`src/source/mem_sys_pkg.sv`:
```
// mem_sys_pkg: address fields, cache geometry, memory timing and client id of the memory subsystem
package mem_sys_pkg;

   // word address is {tag, index, offset}
   localparam int ADDR_W   = 12;
   localparam int DATA_W   = 16;
   localparam int OFFSET_W = 2;
   localparam int INDEX_W  = 6;
   localparam int TAG_W    = 4;

   localparam int LINE_WORDS = 4;

   // low address bits pick the bank, so one line covers every bank
   localparam int NUM_BANKS = 4;

   // cycles from an accepted read to its data
   localparam int MEM_LAT   = 3;
   // bank lockout after an access, accept cycle included
   localparam int BANK_BUSY = 4;

   // 0 is inst, 1 is data
   typedef logic client_id_t;

endpackage

```
`src/source/mem_arbiter.sv`:
```
// mem_arbiter: round-robin grant of two memory requesters with routing of read returns
module mem_arbiter (
   input  logic                           clk,
   input  logic                           rst,
   input  logic                           c0_valid,
   input  logic                           c0_write,
   input  logic [mem_sys_pkg::ADDR_W-1:0] c0_addr,
   input  logic [mem_sys_pkg::DATA_W-1:0] c0_wdata,
   output logic                           c0_ready,
   output logic                           c0_rvalid,
   output logic [mem_sys_pkg::DATA_W-1:0] c0_rdata,
   input  logic                           c1_valid,
   input  logic                           c1_write,
   input  logic [mem_sys_pkg::ADDR_W-1:0] c1_addr,
   input  logic [mem_sys_pkg::DATA_W-1:0] c1_wdata,
   output logic                           c1_ready,
   output logic                           c1_rvalid,
   output logic [mem_sys_pkg::DATA_W-1:0] c1_rdata,
   output logic                           valid,
   output logic                           write,
   output logic [mem_sys_pkg::ADDR_W-1:0] addr,
   output logic [mem_sys_pkg::DATA_W-1:0] wdata,
   input  logic                           ready,
   input  logic                           rvalid,
   input  logic [mem_sys_pkg::DATA_W-1:0] rdata
);
   import mem_sys_pkg::*;

   client_id_t               gnt;
   client_id_t               prio_q;
   client_id_t [MEM_LAT-1:0] route_q;

   // prio_q holds the client that lost last time
   always_comb begin
      if (c0_valid && c1_valid) begin
         gnt = prio_q;
      end else begin
         gnt = client_id_t'(c1_valid);
      end
   end

   always_ff @(posedge clk) begin
      if (rst) begin
         prio_q  <= client_id_t'(0);
         route_q <= '0;
      end else begin
         if (valid && ready) begin
            prio_q <= ~gnt;
         end
         route_q <= {route_q[MEM_LAT-2:0], gnt};
      end
   end

   assign valid = c0_valid | c1_valid;
   assign write = gnt ? c1_write : c0_write;
   assign addr  = gnt ? c1_addr : c0_addr;
   assign wdata = gnt ? c1_wdata : c0_wdata;

   assign c0_ready  = ready & ~gnt;
   assign c1_ready  = ready & gnt;
   assign c0_rvalid = rvalid & ~route_q[MEM_LAT-1];
   assign c1_rvalid = rvalid & route_q[MEM_LAT-1];
   assign c0_rdata  = rdata;
   assign c1_rdata  = rdata;

endmodule

```
`config.mk`:
```
export PLATFORM = sky130hd
export DESIGN_NAME = mem_arbiter
export DESIGN_NICKNAME = d
export VERILOG_FILES = /design/src/source/mem_sys_pkg.sv /design/src/source/mem_arbiter.sv
export SDC_FILE = /design/constraint.sdc
export NUM_CORES = 1
export LEC_CHECK = 0
export ABC_AREA = 1
export BUFFER_PORTS_ARGS = -buffer_cell sky130_fd_sc_hd__buf_2
export CAP_MARGIN = 20
export CORE_AREA = 2 2 57 59
export CTS_CLUSTER_DIAMETER = 50
export DETAILED_ROUTE_END_ITERATION = 8
export DIE_AREA = 0 0 59 61
export PLACE_DENSITY = 0.95
export REMOVE_ABC_BUFFERS = 1
export SYNTH_ARGS = -nofsm -noshare
export SYNTH_HDL_FRONTEND = slang
export SYNTH_SLANG_ARGS = --single-unit
```
`constraint.sdc`:
```
create_clock -name clk -period 1.5 [get_ports clk]
set_input_delay 0.15 -clock clk [delete_from_list [all_inputs] [get_ports clk]]
set_output_delay 0.15 -clock clk [all_outputs]
set_load 0.005 [all_outputs]
```
==> metrics <==
largest net degree at the start of global routing 32; diode count 0; Startpoint Class flip-flop; Setup TNS Final 0 ns; Mapped Cells 153; footprint of the multi-input gates 445 µm²; DP HPWL 2640 µm; H-tree levels 1; Final Cycle Share 90.4%; R2R cell count 4; Seq/Total Area, Yosys 9.28%; first-pass GRT wire length 3940 µm; GPL Wtd Cong 0.735; Logic pwr share 56.3%; Worst-path clk slew 0.04 ns; Num CTS Buffers 3; Leakage Power 0.763 nW; nets 297; via count 1144; Seq. cell area 80.1 µm²; clk root buf clkbuf_4; Final Critical Period 1.36 ns; Mapped Avg Cell Area 5.64 µm²; initial antenna violation count 0; DR WL/cell 12.9 µm; Hold Fails Final Rpt 0; top cells by area, synth buf_4 32%, nand2_1 27%, nand3_1 17%; worst slew pin tran 0.262 ns; Vias/cell 4.61; pwr dens 499 nW/µm²; WHS 0.135 ns; Setup Skew 0.0000659 ns; final wirelength 3210 µm; Setup violations, final 0; Slew HR 82.5%; Sw Share 35.8%; status complete, no violations; clock latency on the worst-skew pair 0.23 ns; Row Count 20; CTS Buffer Depth 2; crit path capture type primary output; register bit total from synthesis 4; vias in the first global route 862; Crit Path Max Fanout 18; commonest non-fill, non-tap cell in the layout buf_2; DRT iter0 DRCs 27; Yosys cell types 12; IO Count 146; Reg power frac 20.0%; clk sinks 4; internal power 362 µW; antenna-violating nets left 0; Hold Crit Class input pin to flip-flop; Slew Viols, Final 0; Die Ht 61 µm; drt drc 0; max cap viols 0; GRT overflow 0; Yosys top cell area share 32.2%; Core Region 2950 µm²; CP required 1.35 ns; Synth area leader buf_4; DIE WIDTH 59 µm; # port buffers 97; Peak Freq 737 MHz; unrepaired setup endpoints after global routing no; share of cells above drive strength 1 49.8%; Initial Util 29.2%; DRT Pass-1 Iters 4; Filler Cell Count 328; all-layer global routing usage 15.1%; Net Switching 202 µW; Max VDD drop 0.156 mV; WHS Path Cells 2; Setup Crit Path Kind flip-flop to primary output; Post-CTS Hold Fix Bufs 0; most frequent cells in the layout 97 x buf_2, 61 x nand2_1, 30 x nand3_1; Area growth, synth to finish 31.0%; Cell Area, Synth 863 µm²; worst path arrival time 1.21 ns; CTS tree yes; Clock power frac 23.6%; Syn. warnings 0; die footprint 3600 µm²
registers in the layout, summed over array words and instances (netlist names):
name     flops
prio_q       1
route_q      3
routing by layer:
| metal | track usage, % | vias up | share of wire, % |
|---|---|---|---|
| met5 | 7.14 | - | 0 |
| met4 | 3.90 | 0 | 0 |
| met3 | 10.4 | 0 | 16 |
| met2 | 23.7 | 105 | 45 |
| met1 | 16.0 | 471 | 39 |
| li1 | - | 568 | - |
cells by family after synthesis:
kind of cell           after synthesis  synth area share (%)
AND/OR/NAND/NOR                     99                  49.4
AO/OA/AOI/OAI                        2                  1.16
flip-flops                           4                  9.28
buffers and inverters               48                  40.1
critical path, stage by stage, from the launching register on:
cell     delay, ns
dfxtp_1       0.32
inv_1         0.08
nand2_4       0.11
buf_6         0.18
nand3_1       0.10
nand2_1       0.08
buf_2         0.10
power groups by stage:
stage | logic, mW | registers (mW) | clock network [mW]
floorplan | 0.119 | 0.114 | 0
global placement | 0.302 | 0.115 | 0
detailed placement | 0.310 | 0.115 | 0
CTS | 0.314 | 0.113 | 0.137
global route | 0.356 | 0.113 | 0.147
finish | 0.318 | 0.113 | 0.133
final timing paths:
check | end | slack (ns) | start
max reg2reg | route_q[0] | 0.65 | prio_q
min reg2reg | route_q[1] | 0.40 | route_q[0]
min | route_q[1] | 0.13 | rst
max | addr[9] | 0.14 | prio_q
cell type report:
class,instances,share of cell area (%)
Clock buffer,3,1.99
Inverter,6,1.99
Multi-Input combinational cell,101,39.4
Sequential cell,4,7.08
Tap cell,33,3.65
Timing Repair Buffer,101,45.9
cell usage after synthesis:
master and number:
nand2_4 2, buf_6 3, nor2_1 5, buf_4 37, inv_1 6, clkbuf_2 1
dfxtp_1 4, nand3_1 30, nand2_1 61, a21oi_1 2, or2_2 1, clkbuf_4 1
metrics by stage:
| stage | instance area (µm²) | power, mW | cells | setup WS, ns | utilization [%] |
|---|---|---|---|---|---|
| 6_report | 1130 | 0.564 | 248 | 0.143 | 38.3 |
| 5_1_grt | 1130 | 0.616 | 248 | 0.0531 | 38.3 |
| 4_1_cts | 1110 | 0.564 | 246 | 0.00484 | 37.7 |
| 3_5_place_dp | 1080 | 0.425 | 243 | 0.248 | 36.6 |
| 3_3_place_gp | 1080 | 0.417 | 243 | 0.298 | 36.6 |
| 2_1_floorplan | 539 | 0.234 | 111 | 0.428 | - |
timing repair:
| item | CTS | global route |
|---|---|---|
| gates cloned | 0 | 0 |
| setup endpoints to repair | 1 | 21 |
| setup buffers | 0 | 2 |
| pin swaps | 0 | 1 |
| gates resized for setup | 1 | 1 |
Note: power is estimated with default switching activity, not from simulation.
